<file path="src/sad_pkg.sv">
package sad_pkg;

    localparam int SAMPLE_BITS  = 8;   // ADC resolution
    localparam int SAD_BITS     = 16;  // accumulator width, MSB flags saturation
    localparam int BYTECNT_BITS = 7;   // register byte counter

    typedef logic [SAMPLE_BITS-1:0]  sample_t;
    typedef logic [SAD_BITS-1:0]     sad_count_t;
    typedef logic [15:0]             trig_count_t;
    typedef logic [7:0]              addr_t;
    typedef logic [BYTECNT_BITS-1:0] bytecnt_t;

    // register map
    localparam addr_t ADDR_REFERENCE         = 8'h10;
    localparam addr_t ADDR_REFEN             = 8'h11;
    localparam addr_t ADDR_THRESHOLD         = 8'h12;
    localparam addr_t ADDR_STATUS            = 8'h13;
    localparam addr_t ADDR_MULTIPLE_TRIGGERS = 8'h14;

endpackage
</file>
<file path="src/sad_lane_if.sv">
`timescale 1ns/1ps

// one hop of the reference chain, advances every clock
interface sad_lane_if;

    sad_pkg::sample_t ref_sample;
    logic             ref_en;        // compare enable for this entry
    logic             window_start;  // entry is reference index 0
    logic             run;

    modport up (
        output ref_sample,
        output ref_en,
        output window_start,
        output run
    );

    modport down (
        input ref_sample,
        input ref_en,
        input window_start,
        input run
    );

endinterface

</file>
<file path="src/sad_trigger.sv">
`timescale 1ns/1ps

module sad_trigger #(
    parameter int REF_SAMPLES = 16  // power of two, at least 4
) (
    input  logic              adc_sampleclk,
    input  logic              reset,
    input  sad_pkg::sample_t  adc_datain,
    input  logic              armed,
    input  logic              active,
    input  logic              xadc_error,
    input  sad_pkg::addr_t    reg_address,
    input  sad_pkg::bytecnt_t reg_bytecnt,
    input  logic [7:0]        reg_datai,
    input  logic              reg_read,
    input  logic              reg_write,
    output logic [7:0]        reg_datao,
    output logic              trigger
);

    sad_pkg::sample_t [REF_SAMPLES-1:0] ref_samples;
    logic [REF_SAMPLES-1:0]             ref_en;
    sad_pkg::sad_count_t                threshold;
    logic                               multiple_triggers;
    logic                               clear_status;
    logic                               triggered;
    sad_pkg::trig_count_t               trig_count;
    sad_pkg::sample_t                   sample;
    logic [REF_SAMPLES-1:0]             hit;

    // element 0 from the feeder, last one dangles
    sad_lane_if chain [0:REF_SAMPLES] ();

    sad_regs #(
        .REF_SAMPLES(REF_SAMPLES)
    ) u_sad_regs (
        .adc_sampleclk    (adc_sampleclk),
        .reset            (reset),
        .reg_address      (reg_address),
        .reg_bytecnt      (reg_bytecnt),
        .reg_datai        (reg_datai),
        .reg_read         (reg_read),
        .reg_write        (reg_write),
        .reg_datao        (reg_datao),
        .ref_samples      (ref_samples),
        .ref_en           (ref_en),
        .threshold        (threshold),
        .multiple_triggers(multiple_triggers),
        .clear_status     (clear_status),
        .triggered        (triggered),
        .trig_count       (trig_count)
    );

    sad_ref_feeder #(
        .REF_SAMPLES(REF_SAMPLES)
    ) u_sad_ref_feeder (
        .adc_sampleclk(adc_sampleclk),
        .reset        (reset),
        .adc_datain   (adc_datain),
        .armed        (armed),
        .active       (active),
        .xadc_error   (xadc_error),
        .ref_samples  (ref_samples),
        .ref_en       (ref_en),
        .sample       (sample),
        .chain        (chain[0])
    );

    for (genvar i = 0; i < REF_SAMPLES; i++) begin : gen_lane
        sad_lane u_sad_lane (
            .adc_sampleclk(adc_sampleclk),
            .reset        (reset),
            .sample       (sample),
            .threshold    (threshold),
            .up           (chain[i]),
            .down         (chain[i+1]),
            .hit          (hit[i])
        );
    end

    sad_trigger_collect #(
        .REF_SAMPLES(REF_SAMPLES)
    ) u_sad_trigger_collect (
        .adc_sampleclk    (adc_sampleclk),
        .reset            (reset),
        .hit              (hit),
        .armed            (armed),
        .multiple_triggers(multiple_triggers),
        .clear_status     (clear_status),
        .trigger          (trigger),
        .triggered        (triggered),
        .trig_count       (trig_count)
    );

endmodule

</file>
<file path="src/sad_trigger_collect.sv">
`timescale 1ns/1ps

module sad_trigger_collect #(
    parameter int REF_SAMPLES = 16
) (
    input  logic                   adc_sampleclk,
    input  logic                   reset,
    input  logic [REF_SAMPLES-1:0] hit,
    input  logic                   armed,
    input  logic                   multiple_triggers,
    input  logic                   clear_status,
    output logic                   trigger,
    output logic                   triggered,
    output sad_pkg::trig_count_t   trig_count
);

    logic armed_r;
    logic fire;

    // one shot unless multiple triggers allowed
    assign fire = (|hit) && !(triggered && !multiple_triggers);

    always_ff @(posedge adc_sampleclk) begin
        if (reset) begin
            armed_r    <= 1'b0;
            trigger    <= 1'b0;
            triggered  <= 1'b0;
            trig_count <= '0;
        end else begin
            armed_r <= armed;
            trigger <= fire;
            if (clear_status || (armed && !armed_r)) begin  // re-arm clears status too
                triggered  <= 1'b0;
                trig_count <= '0;
            end else if (fire) begin
                triggered  <= 1'b1;
                trig_count <= trig_count + 1'b1;
            end
        end
    end

endmodule

</file>
<file path="src/sad_lane.sv">
`timescale 1ns/1ps

module sad_lane (
    input  logic                adc_sampleclk,
    input  logic                reset,
    input  sad_pkg::sample_t    sample,
    input  sad_pkg::sad_count_t threshold,
    sad_lane_if.down            up,
    sad_lane_if.up              down,
    output logic                hit
);

    sad_pkg::sample_t    diff;        // |sample - ref|, zero when masked
    logic                diff_start;  // diff belongs to index 0
    logic                win_ok;      // window started with run high, no gap since
    logic                complete;    // acc holds a full window
    sad_pkg::sad_count_t acc;

    // payload path, passed on unchanged
    always_ff @(posedge adc_sampleclk) begin
        down.ref_sample <= up.ref_sample;
        down.ref_en     <= up.ref_en;
        if (!up.ref_en)
            diff <= '0;
        else if (sample > up.ref_sample)
            diff <= sample - up.ref_sample;
        else
            diff <= up.ref_sample - sample;
    end

    always_ff @(posedge adc_sampleclk) begin
        if (reset) begin
            down.window_start <= 1'b0;
            down.run          <= 1'b0;
            diff_start        <= 1'b0;
            win_ok            <= 1'b0;
            complete          <= 1'b0;
            acc               <= '0;
            hit               <= 1'b0;
        end else begin
            down.window_start <= up.window_start;
            down.run          <= up.run;
            diff_start        <= up.window_start;

            if (!up.run)
                win_ok <= 1'b0;  // drop partial window
            else if (up.window_start)
                win_ok <= 1'b1;

            // next index 0 with run still high closes the previous window
            complete <= up.run && up.window_start && win_ok;

            if (diff_start)
                acc <= sad_pkg::sad_count_t'(diff);
            else if (!acc[sad_pkg::SAD_BITS-1])  // hold once saturated
                acc <= acc + sad_pkg::sad_count_t'(diff);

            hit <= complete && (acc <= threshold);
        end
    end

endmodule

</file>
<file path="src/sad_ref_feeder.sv">
`timescale 1ns/1ps

module sad_ref_feeder #(
    parameter int REF_SAMPLES = 16
) (
    input  logic                               adc_sampleclk,
    input  logic                               reset,
    input  sad_pkg::sample_t                   adc_datain,
    input  logic                               armed,
    input  logic                               active,
    input  logic                               xadc_error,
    input  sad_pkg::sample_t [REF_SAMPLES-1:0] ref_samples,
    input  logic [REF_SAMPLES-1:0]             ref_en,
    output sad_pkg::sample_t                   sample,
    sad_lane_if.up                             chain
);

    localparam int IDX_BITS = $clog2(REF_SAMPLES);

    logic                run;
    logic [IDX_BITS-1:0] index;  // reference entry offered to lane 0

    // sample register, shared by all lanes
    always_ff @(posedge adc_sampleclk) begin
        sample <= adc_datain;
    end

    always_ff @(posedge adc_sampleclk) begin
        if (reset) begin
            run   <= 1'b0;
            index <= '0;
        end else begin
            run <= armed && active && !xadc_error;
            if (!run)
                index <= '0;
            else
                index <= index + 1'b1;  // power-of-two size, wraps by itself
        end
    end

    // head of the chain, lane i sees this i cycles later
    assign chain.ref_sample   = ref_samples[index];
    assign chain.ref_en       = ref_en[index];
    assign chain.window_start = (index == '0);
    assign chain.run          = run;

endmodule

</file>
<file path="src/sad_regs.sv">
`timescale 1ns/1ps

module sad_regs #(
    parameter int REF_SAMPLES = 16
) (
    input  logic                                     adc_sampleclk,
    input  logic                                     reset,
    input  sad_pkg::addr_t                           reg_address,
    input  sad_pkg::bytecnt_t                        reg_bytecnt,
    input  logic [7:0]                               reg_datai,
    input  logic                                     reg_read,
    input  logic                                     reg_write,
    output logic [7:0]                               reg_datao,
    output sad_pkg::sample_t [REF_SAMPLES-1:0]       ref_samples,
    output logic [REF_SAMPLES-1:0]                   ref_en,
    output sad_pkg::sad_count_t                      threshold,
    output logic                                     multiple_triggers,
    output logic                                     clear_status,
    input  logic                                     triggered,
    input  sad_pkg::trig_count_t                     trig_count
);

    localparam int REF_BITS    = REF_SAMPLES * sad_pkg::SAMPLE_BITS;
    localparam int REF_BYTES   = (REF_BITS + 7) / 8;
    localparam int MASK_BYTES  = (REF_SAMPLES + 7) / 8;
    localparam int THR_BYTES   = (sad_pkg::SAD_BITS + 7) / 8;
    localparam int STAT_BYTES  = 3;

    logic [REF_BYTES*8-1:0]  ref_bits;   // byte-padded storage
    logic [MASK_BYTES*8-1:0] mask_bits;
    logic [THR_BYTES*8-1:0]  thr_bits;
    logic [STAT_BYTES*8-1:0] status_bits;

    assign ref_samples = ref_bits[REF_BITS-1:0];
    assign ref_en      = mask_bits[REF_SAMPLES-1:0];
    assign threshold   = thr_bits[sad_pkg::SAD_BITS-1:0];
    assign status_bits = {trig_count, 7'b0, triggered};

    always_comb begin
        reg_datao = 8'h00;
        if (reg_read) begin
            case (reg_address)
                sad_pkg::ADDR_REFERENCE: begin
                    if (reg_bytecnt < REF_BYTES)
                        reg_datao = ref_bits[reg_bytecnt*8 +: 8];
                end
                sad_pkg::ADDR_REFEN: begin
                    if (reg_bytecnt < MASK_BYTES)
                        reg_datao = mask_bits[reg_bytecnt*8 +: 8];
                end
                sad_pkg::ADDR_THRESHOLD: begin
                    if (reg_bytecnt < THR_BYTES)
                        reg_datao = thr_bits[reg_bytecnt*8 +: 8];
                end
                sad_pkg::ADDR_STATUS: begin
                    if (reg_bytecnt < STAT_BYTES)
                        reg_datao = status_bits[reg_bytecnt*8 +: 8];
                end
                sad_pkg::ADDR_MULTIPLE_TRIGGERS: reg_datao = {7'b0, multiple_triggers};
                default: reg_datao = 8'h00;
            endcase
        end
    end

    always_ff @(posedge adc_sampleclk) begin
        if (reset) begin
            ref_bits          <= '0;
            mask_bits         <= '1;  // every entry compared by default
            thr_bits          <= '0;
            multiple_triggers <= 1'b0;
            clear_status      <= 1'b0;
        end else begin
            // any write to status clears it
            clear_status <= reg_write && (reg_address == sad_pkg::ADDR_STATUS);
            if (reg_write) begin
                case (reg_address)
                    sad_pkg::ADDR_REFERENCE: begin
                        if (reg_bytecnt < REF_BYTES)
                            ref_bits[reg_bytecnt*8 +: 8] <= reg_datai;
                    end
                    sad_pkg::ADDR_REFEN: begin
                        if (reg_bytecnt < MASK_BYTES)
                            mask_bits[reg_bytecnt*8 +: 8] <= reg_datai;
                    end
                    sad_pkg::ADDR_THRESHOLD: begin
                        if (reg_bytecnt < THR_BYTES)
                            thr_bits[reg_bytecnt*8 +: 8] <= reg_datai;
                    end
                    sad_pkg::ADDR_MULTIPLE_TRIGGERS: multiple_triggers <= reg_datai[0];
                    default: ;
                endcase
            end
        end
    end

endmodule

</file>
<file path="config.mk">
export PLATFORM = sky130hd
export DESIGN_NAME = sad_trigger
export DESIGN_NICKNAME = d
export VERILOG_FILES = /design/src/sad_pkg.sv /design/src/sad_lane_if.sv /design/src/sad_trigger.sv /design/src/sad_trigger_collect.sv /design/src/sad_lane.sv /design/src/sad_ref_feeder.sv /design/src/sad_regs.sv
export SDC_FILE = /design/constraint.sdc
export NUM_CORES = 2
export LEC_CHECK = 0
export BUFFER_PORTS_ARGS = -buffer_cell sky130_fd_sc_hd__buf_2
export CAP_MARGIN = 20
export CORE_MARGIN = 2
export CORE_UTILIZATION = 58
export DETAILED_ROUTE_END_ITERATION = 8
export PLACE_DENSITY = 0.82
export REMOVE_ABC_BUFFERS = 1
export SKIP_CTS_REPAIR_TIMING = 1
export SKIP_LAST_GASP = 1
export SYNTH_ARGS = -nofsm -noshare
export SYNTH_HDL_FRONTEND = slang
export SYNTH_SLANG_ARGS = --single-unit
</file>
<file path="constraint.sdc">
create_clock -name adc_sampleclk -period 4.58 [get_ports adc_sampleclk]
set_input_delay 0 -clock adc_sampleclk [delete_from_list [all_inputs] [get_ports adc_sampleclk]]
set_output_delay 0 -clock adc_sampleclk [all_outputs]
set_load 0.02 [all_outputs]
</file>
Yosys cells after proc, flatten, opt, wreduce, memory -nomap -nowiden --
Index checks and enable logic that the tools add are counted. W data, S select, Z words.
Storage, ports and cells: bits in writable memories 0, bits in latches 0, register bits 792, memories 0, bits of input ports 38, bits in read-only memories 0
Cells by class: div/mod/pow operators 0, $lt $le $gt $ge 36, shifts and indexed selects 8, muxes and demuxes 61, bitwise gates (word level) 16, reductions and logical operators 98, multiply operators 0, add/sub/neg operators 51, equality and inequality tests 21
Operators by type and width (number):
- $mux W8 | 38
- $add A16 B8 Y16 | 16
- $le A16 B16 Y1 | 16
- $mux W16 | 16
- $sub A8 B8 Y8 | 32
- $bwmux W128 | 1
- $gt A8 B8 Y1 | 16
- $shift A8 B34 Y128 const A | 1
- $shiftx A128 B11 Y8 | 1
- $shiftx A8 B34 Y128 | 1
- $reduce_or A2 Y1 | 33
- $logic_and A1 B1 Y1 | 54
- $eq A8 B5 Y1 const B | 5
- $pmux W8 S5 | 1
- $neg A10 Y34 | 1
- $shift A8 B34 Y16 const A | 1
- $shiftx A8 B34 Y16 | 1
- $bmux W8 S4 | 1
- $bwmux W16 | 2
- $ne A2 B1 Y1 const B | 16
- $shiftx A16 B11 Y8 | 2
- $shiftx A24 B11 Y8 | 1
- $add A16 B1 Y16 const B | 1
- $not A1 Y1 | 16
- other kinds (12) | 18

Longest topological paths before layout --
depth in word-level cells 4, depth in mapped cells 15, gate-level depth less buffers 13

Hierarchy --
A second synthesis with hierarchy kept.
Unflattened totals: cell total of the unflattened synthesis 6502, area, all modules 55483.2 um^2
By module, submodules not included:
- sad_lane | times used 16, cells each 340, area an instance 2808.9 um^2
- sad_regs | times used 1, cells each 818, area an instance 7938.9 um^2
- sad_ref_feeder | times used 1, cells each 137, area an instance 1617.8 um^2
- sad_trigger_collect | times used 1, cells each 107, area an instance 983.4 um^2

Least setup slack after synthesis --
OpenSTA, ideal clock, no wires.
path kind register -> register, from reg u_sad_ref_feeder.sample[1], to reg gen_lane[0].u_sad_lane.diff[7], path slack 0.115 ns, arrival time 4.331 ns, data required time 4.445 ns, setup time 0.135 ns, stages on the path, launching flop included 12, cell sequence dfxtp_1 -> inv_1 -> fa_1 -> nand3b_1 -> a21boi_0 -> o31ai_1 -> buf_2 -> a211oi_1 -> o31ai_1 -> a21oi_1 -> xnor2_1 -> nor2_1
On the way: cells in the longest elaborated chain, start to end 2, elaborated cells between the ends (all ways) 4, those cells by class add/sub: 2; order compare: 1; mux: 1
Ends and longest elaborated chain:
- start: declaration | line sad_ref_feeder.sv:14 | output sad_pkg::sample_t sample,
- start signal: assignment | line sad_ref_feeder.sv:25 | sample <= adc_datain;
- $sub A8 B8 Y8 (tied with other cells) | line sad_lane.sv:28 | diff <= up.ref_sample - sample;
- $mux W8 (*) | line sad_lane.sv:25 | else if (sample > up.ref_sample)
- end signal: assignment | line sad_lane.sv:26 | diff <= sample - up.ref_sample;
- end signal: assignment | line sad_lane.sv:28
- end: declaration | line sad_lane.sv:13 | sad_pkg::sample_t diff;
Every way passes the cells marked *; elsewhere a longest branch is shown, timed or not. A chain may end at the register's enable or synchronous reset.

Final worst setup path --
from reg u_sad_ref_feeder.index[0], to reg gen_lane[0].u_sad_lane.diff[6]
On the way: cells in the longest elaborated chain, start to end 4, elaborated cells between the ends (all ways) 8, those cells by class add/sub: 2; order compare: 1; mux: 5
Ends and longest elaborated chain:
- start: declaration | line sad_ref_feeder.sv:21 | logic [IDX_BITS-1:0] index;
- start signal: assignment | line sad_ref_feeder.sv:37 | index <= index + 1'b1;
- $bmux W8 S4 | line sad_ref_feeder.sv:42 | assign chain.ref_sample = ref_samples[index];
- $mux W8 (implied by the code) | line sad_ref_feeder.sv:42
- via chain[0].ref_sample[7] | line sad_lane_if.sv:6 | sad_pkg::sample_t ref_sample;
- $gt A8 B8 Y1 | line sad_lane.sv:25
- $mux W8 | line sad_lane.sv:25
The timed path passes the listed nets, and every way through them passes these cells. The select of a mux whose other input is x is not followed.

==> results.md <==
- Status: finished, final reports clean
- Worst hold path type: primary input to register
- Ports: 47
- Area growth, synth to finish: 10.4%
- Synth Register Bits: 792
- Core Region: 0.0849 mm2
- Placer Congestion: 0.980
- Largest net degree at the start of global routing: 104
- Syn_area_per_cell: 8.97 um2
- CTS root buf: clkbuf_16
- Worst Path Max Fanout: 8
- Max Freq: 237 MHz
- Final ANT Viol Nets: 0
- Via Count: 41600
- Nets: 6327
- Ys flop type: dfxtp_1
- Critical Path AT: 4.76 ns
- Clock Latency Late Sink: 0.69 ns
- Headroom to the max-slew limit: 25.0%
- Final TNS setup: 0 ns
- Final Hold Vio Count: 0
- Synth warn: 0
- Async SR Flop Fraction: 0%
- Gr ovfl total: 0
- Share of cells above drive strength 1: 8.61%
- P_leak: 22.6 nW
- Post-synth EDFFs: 0
- Placed cell area: 0.0514 mm2
- # setup viols final: 0
- Chip height: 296 um
- VDD IR max: 0.343 mV
- WL/cell: 20.0 um
- TritonRoute pass-1 iters: 6
- Setup WS pre-CTS: 0.439 ns
- Initial core utilization: 58.4%
- Share of the synthesized area in the top cell type: 32.0%
- Area of the die: 0.0878 mm2
- Area contributors post-synth: dfxtp_1, ha_1, mux2i_1
- CTS max path bufs: 3
- Row count: 107
- Vias per cell: 6.10
- Unrepaired setup endpoints after global routing: no
- Cells after DPL: 6634
- Critical path required time: 5.12 ns
- H-tree depth: 3
- Clock Skews: 0.0289 ns
- Unique masters post-synth: 74
- Vias in the first global route: 40700
- Crit Path Class: register to register
- Cells after Synth: 5526
- Max Cap Viol: 0
- Cell accounting for the most synthesized area: dfxtp_1
- Crit path time final: 4.22 ns
- GRT Overall Usage: 30.9%
- Synth Cell Area: 0.0496 mm2
- Port bufs: 46
- Final std cells w/o fill: 6827
- PwrDens: 414 mW/mm2
- Iter 0 DRT Violations: 3138
- Register area share after synthesis: 32.0%
- CP Capture Type: register
- Final clock period utilization by the worst path: 92.1%
- Final WL: 137 mm
- First-pass GRT wire length: 215 mm
- Final Max Tran Viols: 0
- Total CTS buffers: 87
- Startpoint Class: register
- Antenna violations before repair: 1
- Post-detail-place hpwl: 96.7 mm
- Final worst slack: 0.363 ns
- Worst-Margin Slew: 1.12 ns
- Die width: 296 um
- Hold slack: 0.0598 ns
- CTS tree: built
- Sink Count: 792
- Post-route cell area: 0.0547 mm2
- Clock transition at path regs: 0.06 ns
- DRC errors left: 0
[kinds of logic after synthesis]
logic type,after synthesis,share of synthesized area [%]
flops,792,32.0
mux,447,11.3
fa+ha+maj,677,17.8
compound gates,1178,14.3
xor+xnor,217,3.84
buf+inv,499,3.91
simple gates,1716,16.9
[sequential cells by signal, summed over array words and instances, names as in the netlist, 15 cells and up]
signal	cells
gen_lane.u_sad_lane.acc	256
gen_lane.u_sad_lane.diff	128
u_sad_regs.ref_samples	128
gen_lane.u_sad_lane.down.ref_sample	120
gen_lane.u_sad_lane.complete	16
gen_lane.u_sad_lane.hit	16
gen_lane.u_sad_lane.win_ok	16
u_sad_regs.ref_en	16
u_sad_regs.threshold	16
u_sad_trigger_collect.trig_count	16
gen_lane.u_sad_lane.down.ref_en	15
gen_lane.u_sad_lane.down.run	15
gen_lane.u_sad_lane.down.window_start	15
[through the flow]
step,util (%),power (mW)
after global placement,60.5,14.9
after CTS,64.1,22.6
after global routing,64.5,24.0
final,64.5,22.6
after floorplan,-,13.7
after detailed placement,60.5,15.2
[where the power goes]
group	switching, mW	internal (mW)
Clock	3.06	4.29
Sequential	0.673	7.54
Combinational	3.78	3.32
Total	7.51	15.1
[critical path, stage by stage, from the launching register on]
cell and delay (ns):
dfxtp_2 0.48, buf_4 0.27, mux4_2 0.53, mux4_2 0.58, inv_1 0.10, ha_1 0.27
and4_1 0.23, a21boi_0 0.16, o31ai_2 0.36, buf_4 0.25, mux2i_1 0.30, o21ai_0 0.14
a21oi_1 0.19, xor2_1 0.16, nor2_1 0.05
[cells in the mapped netlist (12+ instances only)]
library cell  count
nand3b_1         16
a211oi_1         31
nor2_1          479
mux2_2           51
inv_1           322
fa_1             48
ha_1            629
nor4_1           18
nand2_1         448
xor2_1          107
o21a_1           86
nand2b_1         37
and2_1           91
o211ai_1         17
clkbuf_1        125
or2_2            25
a21o_1           88
o21bai_1         34
a221oi_1         14
mux2i_1         312
buf_1            20
nor2b_1         123
dfxtp_1         792
buf_2            19
or3_1            75
and3_1           87
nand3_1         119
nor3_1           55
a31oi_1          54
xnor2_1         110
a21oi_1         455
o22ai_1          12
nand4_1          97
mux4_2           84
o21ai_0         290
[layout by cell type (no fill, tap or decap), types with 14 or more instances in the layout]
cell	count
ha_1	629
dfxtp_1	789
fa_1	48
dlygate4sd3_1	32
mux2i_1	312
buf_2	44
o21ai_0	290
a31oi_1	54
nor2b_1	123
a211oi_1	31
clkbuf_16	88
mux2_2	51
and3_1	87
a221oi_1	14
nor2_1	479
o21bai_1	34
nor3_1	55
nand3b_1	16
clkinv_2	17
a21oi_1	455
nand4_1	97
xor2_1	107
nor4_1	18
inv_1	321
or2_2	25
xnor2_1	110
a21o_1	88
nand3_1	119
and2_1	91
nand2_1	448
o21a_1	86
o211ai_1	17
buf_4	91
clkbuf_1	16
nand2b_1	37
or3_1	75
mux4_2	84
[cell type report]
cell class,count,area [um2]
multi-input cells,4235,31800
fillers,6716,30200
flip-flops and latches,792,15900
clock buffers,117,2440
well taps,1144,1430
repair buffers,173,1350
inverters,323,1210
clock inverters,42,578
diodes,1,2.50
[path summary, 6_finish.rpt]
kind / from / endpoint / slack, ns / cells after the start
min reg2reg: gen_lane[3].u_sad_lane.down.ref_sample[7]$_DFF_P_ / gen_lane[4].u_sad_lane.down.ref_sample[7]$_DFF_P_ / 0.35 / 0
min: reg_bytecnt[6] / u_sad_regs.ref_en[15]$_SDFFE_PP1P_ / 0.06 / 7
max reg2reg: u_sad_ref_feeder.index[0]$_SDFF_PP0_ / gen_lane[0].u_sad_lane.diff[6]$_SDFF_PN0_ / 0.36 / 14
max: u_sad_ref_feeder.index[0]$_SDFF_PP0_ / gen_lane[0].u_sad_lane.diff[6]$_SDFF_PN0_ / 0.36 / 14
[metal layers]
metal | GRT usage (%) | vias to the layer above | share of wire [%]
li1 | - | 19700 | -
met4 | 18.5 | 0 | 6.7
met5 | 0 | - | 0
met3 | 5.36 | 547 | 7.6
met2 | 51.4 | 1676 | 46
met1 | 37.4 | 19600 | 40
Note: power is estimated with default switching activity, not from simulation.
